==> src/hw/img_capture_config.svh <==
`ifndef IMG_CAPTURE_CONFIG_SVH
`define IMG_CAPTURE_CONFIG_SVH

// Header words sent ahead of every frame
`define IMG_HEADER_WORDS 4

// Output word and sensor pixel widths
`define IMG_WORD_BITS 16
`define IMG_PIXEL_BITS 12

// Statistics and word counter widths
`define IMG_STAT_BITS 18
`define IMG_COUNT_BITS 24

// Top pixel bits tested for highlight or shadow
`define IMG_STAT_TOP_BITS 7

`endif

==> src/hw/img_capture_pkg.sv <==
`default_nettype none

`include "img_capture_config.svh"

package img_capture_pkg;

    // ====================
    // Command and inputs
    // ====================
    typedef struct packed {
        logic                                        capture;
        logic                                        skip_count;
        logic [`IMG_HEADER_WORDS*`IMG_WORD_BITS-1:0] header;
    } capture_cmd_t;

    typedef struct packed {
        logic                       fv;
        logic                       lv;
        logic [`IMG_PIXEL_BITS-1:0] d;
    } pixel_bus_t;

    // Derived from the registered pixel bus
    typedef struct packed {
        logic frame_start;
        logic line_active;
        logic stat_sample;
    } frame_pos_t;

    // ====================
    // Output word
    // ====================
    // Little-endian pixel layout
    typedef struct packed {
        logic [7:0]                                lo_byte;
        logic [`IMG_WORD_BITS-`IMG_PIXEL_BITS-1:0] pad;
        logic [`IMG_PIXEL_BITS-9:0]                hi_nibble;
    } pixel_word_t;

    typedef union packed {
        logic [`IMG_WORD_BITS-1:0] raw;
        pixel_word_t               pixel;
    } capture_word_u;

    typedef enum logic [1:0] {
        WORD_NONE,
        WORD_HEADER,
        WORD_PIXEL,
        WORD_CHECKSUM
    } word_sel_e;

    typedef enum logic [2:0] {
        ST_IDLE,
        ST_LOAD,
        ST_HEADER,
        ST_WAIT_FRAME,
        ST_FRAME,
        ST_CHECKSUM,
        ST_NEXT
    } capture_state_e;

    typedef struct packed {
        logic [`IMG_COUNT_BITS-1:0] word_count;
        logic [`IMG_STAT_BITS-1:0]  highlight_count;
        logic [`IMG_STAT_BITS-1:0]  shadow_count;
    } capture_stats_t;

endpackage

`default_nettype wire

==> src/hw/frame_position_counter.sv <==
`timescale 1ns/1ps
`default_nettype none

module frame_position_counter (
    input  logic                        clk,
    input  logic                        readout_rst,
    input  img_capture_pkg::pixel_bus_t pix,
    output img_capture_pkg::pixel_bus_t pix_q,
    output img_capture_pkg::frame_pos_t pos
);
    logic       fv_prev;
    logic       lv_prev;
    logic [1:0] x;
    logic [1:0] y;

    // Sample the sensor bus and keep the previous fv/lv
    always_ff @(posedge clk) begin
        if (!readout_rst) begin
            pix_q   <= '0;
            fv_prev <= 1'b0;
            lv_prev <= 1'b0;
        end else begin
            pix_q   <= pix;
            fv_prev <= pix_q.fv;
            lv_prev <= pix_q.lv;
        end
    end

    // 2-bit grid position, x along the line and y over lines
    always_ff @(posedge clk) begin
        if (!readout_rst) begin
            x <= '0;
            y <= '0;
        end else begin
            if (!pix_q.lv) begin
                x <= '0;
            end else begin
                x <= x + 2'd1;
            end

            if (!pix_q.fv) begin
                y <= '0;
            end else if (lv_prev && !pix_q.lv) begin
                y <= y + 2'd1;
            end
        end
    end

    assign pos.frame_start = pix_q.fv && !fv_prev;
    assign pos.line_active = pix_q.fv && pix_q.lv;
    // One sample per 4x4 block
    assign pos.stat_sample = pix_q.lv && (x == 2'd0) && (y == 2'd0);

endmodule

`default_nettype wire

==> src/hw/capture_fsm.sv <==
`timescale 1ns/1ps
`default_nettype none

module capture_fsm (
    input  logic                        clk,
    input  logic                        readout_rst,
    input  logic                        capture,
    input  logic                        skip_count,
    input  img_capture_pkg::frame_pos_t pos,
    input  img_capture_pkg::pixel_bus_t pix_q,
    input  logic                        header_last,
    output img_capture_pkg::word_sel_e  word_sel,
    output logic                        header_load,
    output logic                        frame_clear,
    output logic                        checksum_hold,
    output logic                        stat_en,
    output logic                        busy,
    output logic                        capture_done
);
    img_capture_pkg::capture_state_e state;
    logic                            skip_left;
    logic                            clear_q;
    // Checksum phases: 0 holds the sum, 1 and 2 emit its halves
    logic [1:0]                      sum_phase;

    always_ff @(posedge clk) begin
        if (!readout_rst) begin
            state        <= img_capture_pkg::ST_IDLE;
            skip_left    <= 1'b0;
            clear_q      <= 1'b0;
            sum_phase    <= '0;
            capture_done <= 1'b0;
        end else begin
            clear_q      <= 1'b0;
            capture_done <= 1'b0;
            case (state)
                img_capture_pkg::ST_IDLE: begin
                    if (capture) begin
                        state <= img_capture_pkg::ST_LOAD;
                    end
                end
                img_capture_pkg::ST_LOAD: begin
                    skip_left <= skip_count;
                    clear_q   <= 1'b1;
                    state     <= img_capture_pkg::ST_HEADER;
                end
                img_capture_pkg::ST_HEADER: begin
                    if (!clear_q && header_last) begin
                        state <= img_capture_pkg::ST_WAIT_FRAME;
                    end
                end
                img_capture_pkg::ST_WAIT_FRAME: begin
                    if (pos.frame_start) begin
                        state <= img_capture_pkg::ST_FRAME;
                    end
                end
                img_capture_pkg::ST_FRAME: begin
                    // Falling fv ends the frame
                    if (!pix_q.fv) begin
                        sum_phase <= '0;
                        state     <= img_capture_pkg::ST_CHECKSUM;
                    end
                end
                img_capture_pkg::ST_CHECKSUM: begin
                    sum_phase <= sum_phase + 2'd1;
                    if (sum_phase == 2'd2) begin
                        state <= img_capture_pkg::ST_NEXT;
                    end
                end
                img_capture_pkg::ST_NEXT: begin
                    if (skip_left) begin
                        skip_left <= skip_left - 1'b1;
                        clear_q   <= 1'b1;
                        state     <= img_capture_pkg::ST_HEADER;
                    end else begin
                        capture_done <= 1'b1;
                        state        <= img_capture_pkg::ST_IDLE;
                    end
                end
                default: state <= img_capture_pkg::ST_IDLE;
            endcase
        end
    end

    // Word source for this cycle
    always_comb begin
        word_sel = img_capture_pkg::WORD_NONE;
        case (state)
            img_capture_pkg::ST_HEADER: begin
                if (!clear_q) begin
                    word_sel = img_capture_pkg::WORD_HEADER;
                end
            end
            img_capture_pkg::ST_FRAME: begin
                if (pos.line_active) begin
                    word_sel = img_capture_pkg::WORD_PIXEL;
                end
            end
            img_capture_pkg::ST_CHECKSUM: begin
                if (sum_phase != 2'd0) begin
                    word_sel = img_capture_pkg::WORD_CHECKSUM;
                end
            end
            default: word_sel = img_capture_pkg::WORD_NONE;
        endcase
    end

    assign header_load   = clear_q;
    assign frame_clear   = clear_q;
    assign checksum_hold = (state == img_capture_pkg::ST_CHECKSUM) && (sum_phase == 2'd0);
    assign stat_en       = (state == img_capture_pkg::ST_FRAME);
    assign busy          = (state != img_capture_pkg::ST_IDLE);

endmodule

`default_nettype wire

==> src/hw/fletcher_checksum.sv <==
`timescale 1ns/1ps
`default_nettype none

`include "img_capture_config.svh"

module fletcher_checksum (
    input  logic                           clk,
    input  logic                           readout_rst,
    input  logic                           clear,
    input  logic                           en,
    input  img_capture_pkg::capture_word_u din,
    output logic [31:0]                    sum
);
    logic [`IMG_WORD_BITS-1:0] sum_a;
    logic [`IMG_WORD_BITS-1:0] sum_b;
    logic [`IMG_WORD_BITS-1:0] next_a;

    // Addition modulo 65535; both operands stay below 2^16
    function automatic logic [`IMG_WORD_BITS-1:0] add_mod(
        input logic [`IMG_WORD_BITS-1:0] x,
        input logic [`IMG_WORD_BITS-1:0] y
    );
        logic [`IMG_WORD_BITS:0] s;
        s = {1'b0, x} + {1'b0, y};
        if (s >= 17'd65535) begin
            s = s - 17'd65535;
        end
        return s[`IMG_WORD_BITS-1:0];
    endfunction

    assign next_a = add_mod(sum_a, din.raw);

    always_ff @(posedge clk) begin
        if (!readout_rst) begin
            sum_a <= '0;
            sum_b <= '0;
        end else if (clear) begin
            sum_a <= '0;
            sum_b <= '0;
        end else if (en) begin
            sum_a <= next_a;
            // b takes the updated a
            sum_b <= add_mod(sum_b, next_a);
        end
    end

    assign sum = {sum_b, sum_a};

endmodule

`default_nettype wire

==> src/hw/capture_word_stream.sv <==
`timescale 1ns/1ps
`default_nettype none

`include "img_capture_config.svh"

module capture_word_stream (
    input  logic                                        clk,
    input  logic                                        readout_rst,
    input  logic [`IMG_HEADER_WORDS*`IMG_WORD_BITS-1:0] header,
    input  img_capture_pkg::pixel_bus_t                 pix_q,
    input  img_capture_pkg::word_sel_e                  word_sel,
    input  logic                                        header_load,
    input  logic                                        frame_clear,
    input  logic                                        checksum_hold,
    input  logic [31:0]                                 checksum,
    output logic                                        header_last,
    output logic                                        word_valid,
    output img_capture_pkg::capture_word_u              word_data,
    output img_capture_pkg::capture_word_u              sum_word,
    output logic                                        sum_en,
    output logic [`IMG_COUNT_BITS-1:0]                  word_count
);
    localparam int HEADER_BITS = `IMG_HEADER_WORDS * `IMG_WORD_BITS;
    localparam int LEFT_BITS   = $clog2(`IMG_HEADER_WORDS + 1);

    logic [HEADER_BITS-1:0]        header_sr;
    logic [LEFT_BITS-1:0]          header_left;
    logic [31:0]                   sum_hold;
    img_capture_pkg::capture_word_u next_word;

    // ====================
    // Word select
    // ====================
    always_comb begin
        next_word.raw = header_sr[HEADER_BITS-1 -: `IMG_WORD_BITS];
        case (word_sel)
            img_capture_pkg::WORD_PIXEL: begin
                next_word.pixel.lo_byte   = pix_q.d[7:0];
                next_word.pixel.pad       = '0;
                next_word.pixel.hi_nibble = pix_q.d[`IMG_PIXEL_BITS-1:8];
            end
            img_capture_pkg::WORD_CHECKSUM: begin
                next_word.raw = {sum_hold[7:0], sum_hold[15:8]};
            end
            default: begin
            end
        endcase
    end

    // ====================
    // Control and counters
    // ====================
    always_ff @(posedge clk) begin
        if (!readout_rst) begin
            header_left <= '0;
            word_valid  <= 1'b0;
            sum_en      <= 1'b0;
            word_count  <= '0;
        end else begin
            word_valid <= (word_sel != img_capture_pkg::WORD_NONE);
            sum_en     <= (word_sel == img_capture_pkg::WORD_HEADER) ||
                          (word_sel == img_capture_pkg::WORD_PIXEL);
            if (header_load) begin
                header_left <= LEFT_BITS'(`IMG_HEADER_WORDS - 1);
            end else if (word_sel == img_capture_pkg::WORD_HEADER) begin
                header_left <= header_left - 1'b1;
            end
            if (frame_clear) begin
                word_count <= '0;
            end else if (word_sel != img_capture_pkg::WORD_NONE) begin
                word_count <= word_count + 1'b1;
            end
        end
    end

    // Payload registers
    always_ff @(posedge clk) begin
        word_data    <= next_word;
        // Checksum sees the word as little-endian
        sum_word.raw <= {next_word.raw[7:0], next_word.raw[15:8]};
        if (header_load) begin
            header_sr <= header;
        end else if (word_sel == img_capture_pkg::WORD_HEADER) begin
            header_sr <= header_sr << `IMG_WORD_BITS;
        end
        // Low half goes out first
        if (checksum_hold) begin
            sum_hold <= checksum;
        end else if (word_sel == img_capture_pkg::WORD_CHECKSUM) begin
            sum_hold <= sum_hold >> 16;
        end
    end

    assign header_last = (header_left == '0);

endmodule

`default_nettype wire

==> src/hw/pixel_stats.sv <==
`timescale 1ns/1ps
`default_nettype none

`include "img_capture_config.svh"

module pixel_stats (
    input  logic                        clk,
    input  logic                        readout_rst,
    input  logic                        frame_clear,
    input  logic                        stat_en,
    input  img_capture_pkg::frame_pos_t pos,
    input  img_capture_pkg::pixel_bus_t pix_q,
    output logic [`IMG_STAT_BITS-1:0]   highlight_count,
    output logic [`IMG_STAT_BITS-1:0]   shadow_count
);
    logic [`IMG_STAT_TOP_BITS-1:0] top_bits;
    logic                          sample;

    // Only the upper bits decide highlight or shadow
    assign top_bits = pix_q.d[`IMG_PIXEL_BITS-1 -: `IMG_STAT_TOP_BITS];
    assign sample   = stat_en && pos.stat_sample;

    always_ff @(posedge clk) begin
        if (!readout_rst) begin
            highlight_count <= '0;
            shadow_count    <= '0;
        end else if (frame_clear) begin
            highlight_count <= '0;
            shadow_count    <= '0;
        end else if (sample) begin
            if (&top_bits) begin
                highlight_count <= highlight_count + 1'b1;
            end
            if (~|top_bits) begin
                shadow_count <= shadow_count + 1'b1;
            end
        end
    end

endmodule

`default_nettype wire

==> src/hw/img_capture_top.sv <==
`timescale 1ns/1ps
`default_nettype none

`include "img_capture_config.svh"

module img_capture_top (
    input  logic                            clk,
    input  logic                            readout_rst,
    input  img_capture_pkg::capture_cmd_t   cmd,
    input  img_capture_pkg::pixel_bus_t     pix,
    output logic                            word_valid,
    output img_capture_pkg::capture_word_u  word_data,
    output logic                            busy,
    output logic                            capture_done,
    output img_capture_pkg::capture_stats_t stats
);
    img_capture_pkg::pixel_bus_t    pix_q;
    img_capture_pkg::frame_pos_t    pos;
    img_capture_pkg::word_sel_e     word_sel;
    img_capture_pkg::capture_word_u sum_word;
    logic                           header_load;
    logic                           frame_clear;
    logic                           checksum_hold;
    logic                           stat_en;
    logic                           header_last;
    logic                           sum_en;
    logic [31:0]                    checksum;
    logic [`IMG_COUNT_BITS-1:0]     word_count;
    logic [`IMG_STAT_BITS-1:0]      highlight_count;
    logic [`IMG_STAT_BITS-1:0]      shadow_count;

    frame_position_counter pos0 (
        .clk(clk), .readout_rst(readout_rst), .pix(pix), .pix_q(pix_q), .pos(pos)
    );

    capture_fsm fsm0 (
        .clk(clk), .readout_rst(readout_rst), .capture(cmd.capture),
        .skip_count(cmd.skip_count), .pos(pos), .pix_q(pix_q), .header_last(header_last),
        .word_sel(word_sel), .header_load(header_load), .frame_clear(frame_clear),
        .checksum_hold(checksum_hold), .stat_en(stat_en), .busy(busy),
        .capture_done(capture_done)
    );

    capture_word_stream stream0 (
        .clk(clk), .readout_rst(readout_rst), .header(cmd.header), .pix_q(pix_q),
        .word_sel(word_sel), .header_load(header_load), .frame_clear(frame_clear),
        .checksum_hold(checksum_hold), .checksum(checksum), .header_last(header_last),
        .word_valid(word_valid), .word_data(word_data), .sum_word(sum_word),
        .sum_en(sum_en), .word_count(word_count)
    );

    fletcher_checksum sum0 (
        .clk(clk), .readout_rst(readout_rst), .clear(frame_clear), .en(sum_en),
        .din(sum_word), .sum(checksum)
    );

    pixel_stats stats0 (
        .clk(clk), .readout_rst(readout_rst), .frame_clear(frame_clear), .stat_en(stat_en),
        .pos(pos), .pix_q(pix_q), .highlight_count(highlight_count),
        .shadow_count(shadow_count)
    );

    assign stats.word_count      = word_count;
    assign stats.highlight_count = highlight_count;
    assign stats.shadow_count    = shadow_count;

endmodule

`default_nettype wire

==> config.mk <==
export PLATFORM = sky130hd
export DESIGN_NAME = img_capture_top
export DESIGN_NICKNAME = d
export VERILOG_FILES = /design/src/hw/img_capture_pkg.sv /design/src/hw/frame_position_counter.sv /design/src/hw/capture_fsm.sv /design/src/hw/fletcher_checksum.sv /design/src/hw/capture_word_stream.sv /design/src/hw/pixel_stats.sv /design/src/hw/img_capture_top.sv
export VERILOG_INCLUDE_DIRS = /design/src /design/src/hw
export SDC_FILE = /design/constraint.sdc
export NUM_CORES = 1
export LEC_CHECK = 0
export BUFFER_PORTS_ARGS = -buffer_cell sky130_fd_sc_hd__buf_2
export CAP_MARGIN = 20
export CELL_PAD_IN_SITES_DETAIL_PLACEMENT = 0
export CELL_PAD_IN_SITES_GLOBAL_PLACEMENT = 1
export CORE_AREA = 4 4 180 182
export CTS_CLUSTER_DIAMETER = 120
export CTS_CLUSTER_SIZE = 24
export DETAILED_ROUTE_END_ITERATION = 10
export DIE_AREA = 0 0 184 186
export PLACE_DENSITY = 0.71
export SYNTH_ARGS = -nofsm -noshare
export SYNTH_HDL_FRONTEND = slang
export SYNTH_SLANG_ARGS = --single-unit
==> constraint.sdc <==
create_clock -name clk -period 17.64 [get_ports clk]
set_clock_uncertainty 0.2 [all_clocks]
set_input_delay 0 -clock clk [delete_from_list [all_inputs] [get_ports clk]]
set_output_delay 0 -clock clk [all_outputs]
set_load 0.05 [all_outputs]
=== Word-level counts from Yosys, hierarchy flattened ===
Cells that the tools add are included.

* Muxes and demuxes: 27
* Add/sub/neg operators: 12
* Reductions and logical operators: 33
* Magnitude comparators: 2
* Bitwise logic cells: 2
* Eq/ne operators: 15

{| class="wikitable"
|+ Operator list
! operator !! count
|-
| 2-to-1 mux 64 bit || 2
|-
| 2-to-1 mux 32 bit || 2
|-
| adder 18 x 1 -> 18 bit (second input constant) || 2
|-
| adder 16 x 16 -> 17 bit || 2
|-
| >= comparator 17 x 16 -> 1 bit (second input constant) || 2
|-
| 2-to-1 mux 16 bit || 2
|-
| one-hot mux 16 bit (2 select lines) || 1
|-
| subtractor 16 bit (second input constant) || 2
|-
| adder 24 x 1 -> 24 bit (second input constant) || 1
|-
| one-hot mux 3 bit (7 select lines) || 1
|-
| 2-to-1 mux 3 bit || 5
|-
| 2-to-1 mux 2 bit || 6
|-
| nonzero test 2 bit || 6
|-
| AND reduction 2 bit || 5
|-
| == test 3 bit (second input constant) || 3
|-
| logical AND 1 bit || 8
|-
| AND reduction 8 bit || 1
|-
| OR reduction 7 bit || 1
|-
| adder 2 x 1 -> 2 bit (second input constant) || 3
|-
| == test 2 bit (second input constant) || 3
|-
| == test 3 x 2 -> 1 bit (second input constant) || 2
|-
| zero test 2 bit || 3
|-
| zero test 3 bit || 2
|-
| inequality test 2 x 1 -> 1 bit (second input constant) || 3
|-
| other kinds (15) || 23
|}

* Output and inout bits: 79
* Flip-flop bits (word level): 253
* Input bits: 82
* Logic and storage cells: 116

=== Logic depth before layout (Yosys ltp) ===
* Depth in word-level cells: 6
* Gate-level depth with buffers: 24
* Gate-level depth less buffers: 23

=== By module ===
A second synthesis with hierarchy kept.

* Cells, all modules: 1256
* Area total of the unflattened synthesis: 12590.8 µm²

{| class="wikitable"
|+ By module, submodules not included
! module !! cells an instance !! seq. area each (µm²) !! times used !! area each (µm²)
|-
| capture_word_stream || 442 || 3783.6 || 1 || 5928.2
|-
| fletcher_checksum || 498 || 640.6 || 1 || 3861.2
|-
| pixel_stats || 205 || 720.7 || 1 || 1707.9
|-
| frame_position_counter || 54 || 400.4 || 1 || 618.1
|-
| capture_fsm || 57 || 160.2 || 1 || 475.5
|}

=== Least setup slack after synthesis ===
No wires, ideal clock.

* Kind: reg2reg
* Start point: register stream0.word_data[8] (netlist name)
* End point: register sum0.sum_b[11]
* Path buffers: 1
* Clock period less this slack: 6.328 ns
* Slack: 11.312 ns
* Data required time: 17.366 ns
* Stages on the path, launching flop included: 24
* Data arrival time: 6.054 ns
* Library setup time: 0.074 ns
* Cells stage by stage: dfxtp_1 ha_1 inv_1 fa_1 nor2b_4 o31a_4 nor3_1 a2111oi_4 nor4b_4 nand4_4 o31ai_4 mux2i_1 inv_1 ha_1 a21o_1 a2111oi_2 o21ai_1 xnor2_1 nor3_1 nand4_1 o21ai_2 buf_2 nand4_1 a31oi_1

{| class="wikitable"
|+ RTL lines
! what !! line !! RTL
|-
| end signal: assignment || fletcher_checksum.sv:43 || <nowiki>sum_b <= add_mod(sum_b, next_a);</nowiki>
|-
| end: declaration || fletcher_checksum.sv:15 || <nowiki>logic [`IMG_WORD_BITS-1:0] sum_b;</nowiki>
|}

=== Worst setup path after layout ===
* Start point: register sum0.sum_a[3]
* End point: register sum0.sum_b[1]

* Word-level cells in the longest chain between the ends: 6
* Elaborated cells between the ends (all ways): 8
* Classes of those cells: add/sub: 4; order compare: 2; mux: 2

{| class="wikitable"
|+ Ends and longest elaborated chain
! what !! line !! RTL
|-
| start: declaration || fletcher_checksum.sv:14 || <nowiki>logic [`IMG_WORD_BITS-1:0] sum_a;</nowiki>
|-
| start signal: assignment || fletcher_checksum.sv:41 || <nowiki>sum_a <= next_a;</nowiki>
|-
| adder 16 x 16 -> 17 bit * || fletcher_checksum.sv:24 || <nowiki>s = {1'b0, x} + {1'b0, y};</nowiki>
|-
| >= comparator 17 x 16 -> 1 bit * || fletcher_checksum.sv:25 || <nowiki>if (s >= 17'd65535) begin</nowiki>
|-
| 2-to-1 mux 16 bit * || fletcher_checksum.sv:25 ||
|-
| via sum0.next_a[1] || fletcher_checksum.sv:16 || <nowiki>logic [`IMG_WORD_BITS-1:0] next_a;</nowiki>
|-
| adder 16 x 16 -> 17 bit * || fletcher_checksum.sv:24 ||
|-
| subtractor 16 bit / >= comparator 17 x 16 -> 1 bit (equally long branches) || fletcher_checksum.sv:26, fletcher_checksum.sv:25 ||
|-
| 2-to-1 mux 16 bit * || fletcher_checksum.sv:25 ||
|}

The timed path passes the listed nets; every way through them passes the cells marked *.
A chain may end at the register's enable or synchronous reset.

==> impl_metrics.yaml <==
clocking:
  path_clk_slew_ns: 0.11
  clk_latency_ns: 0.49
  post_cts_resized: 0
  cts_max_level: 1
  root_buffer: "clkbuf_16"
  numCtsBuffers: 13
  cts_sinks: 237
  cts_buffer_depth: 3
  cts_tree: "done"
logic_synthesis:
  synth_edf_count: 96
  synth_top_cell_by_area: "edfxtp_1"
  synthFlopType: "dfxtp_1"
  synth_area_leaders: "edfxtp_1 (24%), dfxtp_1 (23%), ha_1 (4.8%)"
  syn_nets: 1400
  synth.most_common_cell: "nand2_1"
  syn_area_per_cell_um2: 9.64
  synthArstFlopShare_pct: 0
  synth_cells: 1269
  seq_area_frac_synth_pct: 46.7
  yosys.area.top_type_share_pct: 23.6
  ys_ff_latch: 237
  syn_area_mm2: 0.0122
  synth_warnings: 0
  ys_types: 78
  synth_commonest_cells: "nand2_1 (148), dfxtp_1 (141), nor2_1 (114)"
floorplanning:
  num_rows: 64
  start_util_pct: 40.0
  ios: 161
  design.core.area_mm2: 0.0306
  die_x_um: 184
  die-area_mm2: 0.0342
  dieHeight_um: 186
placement:
  io_buffers: 160
  placedCellCount: 1778
  hpwl_mm: 22.8
  placed_area_mm2: 0.0134
  pre_cts_slack_ns: 10.79
  routabilityCongestion: 0.880
timing:
  fin_crit_ns: 6.91
  setup_ws_ns: 10.73
  rsz0062_at_grt: "false"
  setup_tns_ns: 0
  hold_viol: 0
  fin_crit_sh_pct: 39.2
  slew-limit-headroom_pct: 42.0
  finalMaxSlewViolations: 0
  clock.fmax_ghz: 0.145
  tightest_slew_ns: 0.866
  setup_viol: 0
flow_run:
  maxCapViolCount: 0
critical_path:
  cp.required_ns: 17.80
  cp_max_fo: 15
  criticalPathCategory: "flop to flop"
  worstSetupStartpointType: "flop"
  cp.arrival_ns: 7.07
  end_kind: "flop"
  rrSetupSlack_ns: 10.73
detailed_routing:
  ant_nets: 0
  drtIter0Drc: 674
  vias: 9823
  viasPerCell: 5.18
  routed_wl_mm: 32.3
  route.detailed.wl_per_inst_um: 17.0
  drc: 0
  drtPass1Iterations: 6
global_route:
  grt_usage_pct: 18.8
  grt.overflow.total: 0
  grt_max_degree: 71
  grt_pass1_vias: 9792
  grt_pass1_wl_mm: 52.5
  antenna_found_initial: 0
layout:
  fillers: 2920
  nNetsFinal: 1624
  area_growth_pct: 20.3
  stdcell_area_mm2: 0.0147
  diodes: 0
  drive_above_1_share_pct: 17.5
  fin_cells: 1896
outcome:
  status: "finished clean"
power:
  power_leakage_nw: 5.93
  ir_worst_vdd_uv: 67.7
  power_density_mw_per_mm2: 105
min_path:
  hold_class: "input port to flop"
[layout by cell type (no fill, tap or decap), drive strengths merged, types with 27 or more instances in the layout]
cell           n
a21oi         57
and2          56
and3          27
buf          169
dfxtp        141
dlygate4sd3   96
edfxtp        96
ha            47
inv           33
mux2          50
nand2        148
nand3         50
nor2         114
o21ai         58
xnor2         36
xor2          46
[kinds of logic after synthesis]
logic type	Yosys count	synth area share, %
flip-flops	237	46.7
AND/OR/NAND/NOR	522	21.5
adder cells (fa/ha/maj)	49	5.14
XOR/XNOR	82	5.87
buffers and inverters	88	2.72
multiplexers	58	5.26
AO/OA/AOI/OAI	233	12.8
[registers in the layout, indices dropped and copies added (netlist names), 2 cells and up]
name	count
stream0.header_sr	64
stream0.sum_hold	32
stream0.word_count	24
stats0.highlight_count	18
stats0.shadow_count	18
sum0.sum_a	16
sum0.sum_b	16
stream0.word_data	15
pos0.pix_q	14
fsm0.state	3
stream0.header_left	3
fsm0.sum_phase	2
pos0.x	2
pos0.y	2
[power by group]
group,internal (mW),switching [mW],total (mW)
logic,0.204,0.340,0.544
registers,0.651,0.0320,0.683
clock network,0.141,0.180,0.321
[what timing repair did]
item,4_1_cts,5_1_grt
hold endpoints to repair,96,0
endpoints found under the setup margin,0,0
hold buffers,96,0
setup buffers,0,0
[layer usage]
metal / part of all wire [%] / track usage [%] / wire length (um)
met1: 46 / 25.5 / 14900
met3: 5.3 / 3.34 / 1710
met2: 47 / 32.1 / 15200
met4: 1.5 / 3.31 / 493
met5: 0 / 0 / 0
[per-stage QoR]
step / util [%] / hold WS, ns / power (mW)
6_report: 48.1 / 0.129 / 1.55
5_1_grt: 48.1 / 0.119 / 1.65
4_1_cts: 48.1 / 0.104 / 1.56
3_5_place_dp: 43.8 / 0.00810 / 1.22
3_3_place_gp: 43.8 / 0.00707 / 1.22
2_1_floorplan: - / -0.0727 / 1.09
[critical path: stages (launching register included)]
cell and delay [ns]:
dfxtp_1 0.34, ha_1 0.34, and2_4 0.19, a221o_1 0.35, o21ai_1 0.35, nand4_1 0.31
nor4b_4 0.49, nand4_4 0.26, o31ai_4 0.34, mux2i_1 0.37, inv_1 0.08, ha_1 0.30
a21o_1 0.22, a2111oi_2 0.47, o21ai_1 0.26, xnor2_1 0.21, nor3_1 0.47, nand4_1 0.31
o21ai_2 0.58, mux2i_1 0.25, a21oi_1 0.08
[cell type report]
cell class              instances  area [um2]  share of cell area (%)
well taps                     396         495                    3.37
flip-flops and latches        237        5710                    38.8
repair buffers                265        1830                    12.4
inverters                      32         120                   0.817
clock inverters                 2        13.8                  0.0936
clock buffers                  20         352                    2.39
multi-input cells             944        6190                    42.1
[final timing paths]
path / startpoint / to / cells after the start
setup / recovery: sum0.sum_a[3] / sum0.sum_b[1] / 20
hold reg to reg: stream0.header_sr[49] / stream0.word_data[1] / 2
setup reg to reg: sum0.sum_a[3] / sum0.sum_b[1] / 20
hold / removal: cmd[9] / stream0.header_sr[9] / 3
Power figures use the tool's default switching activity.
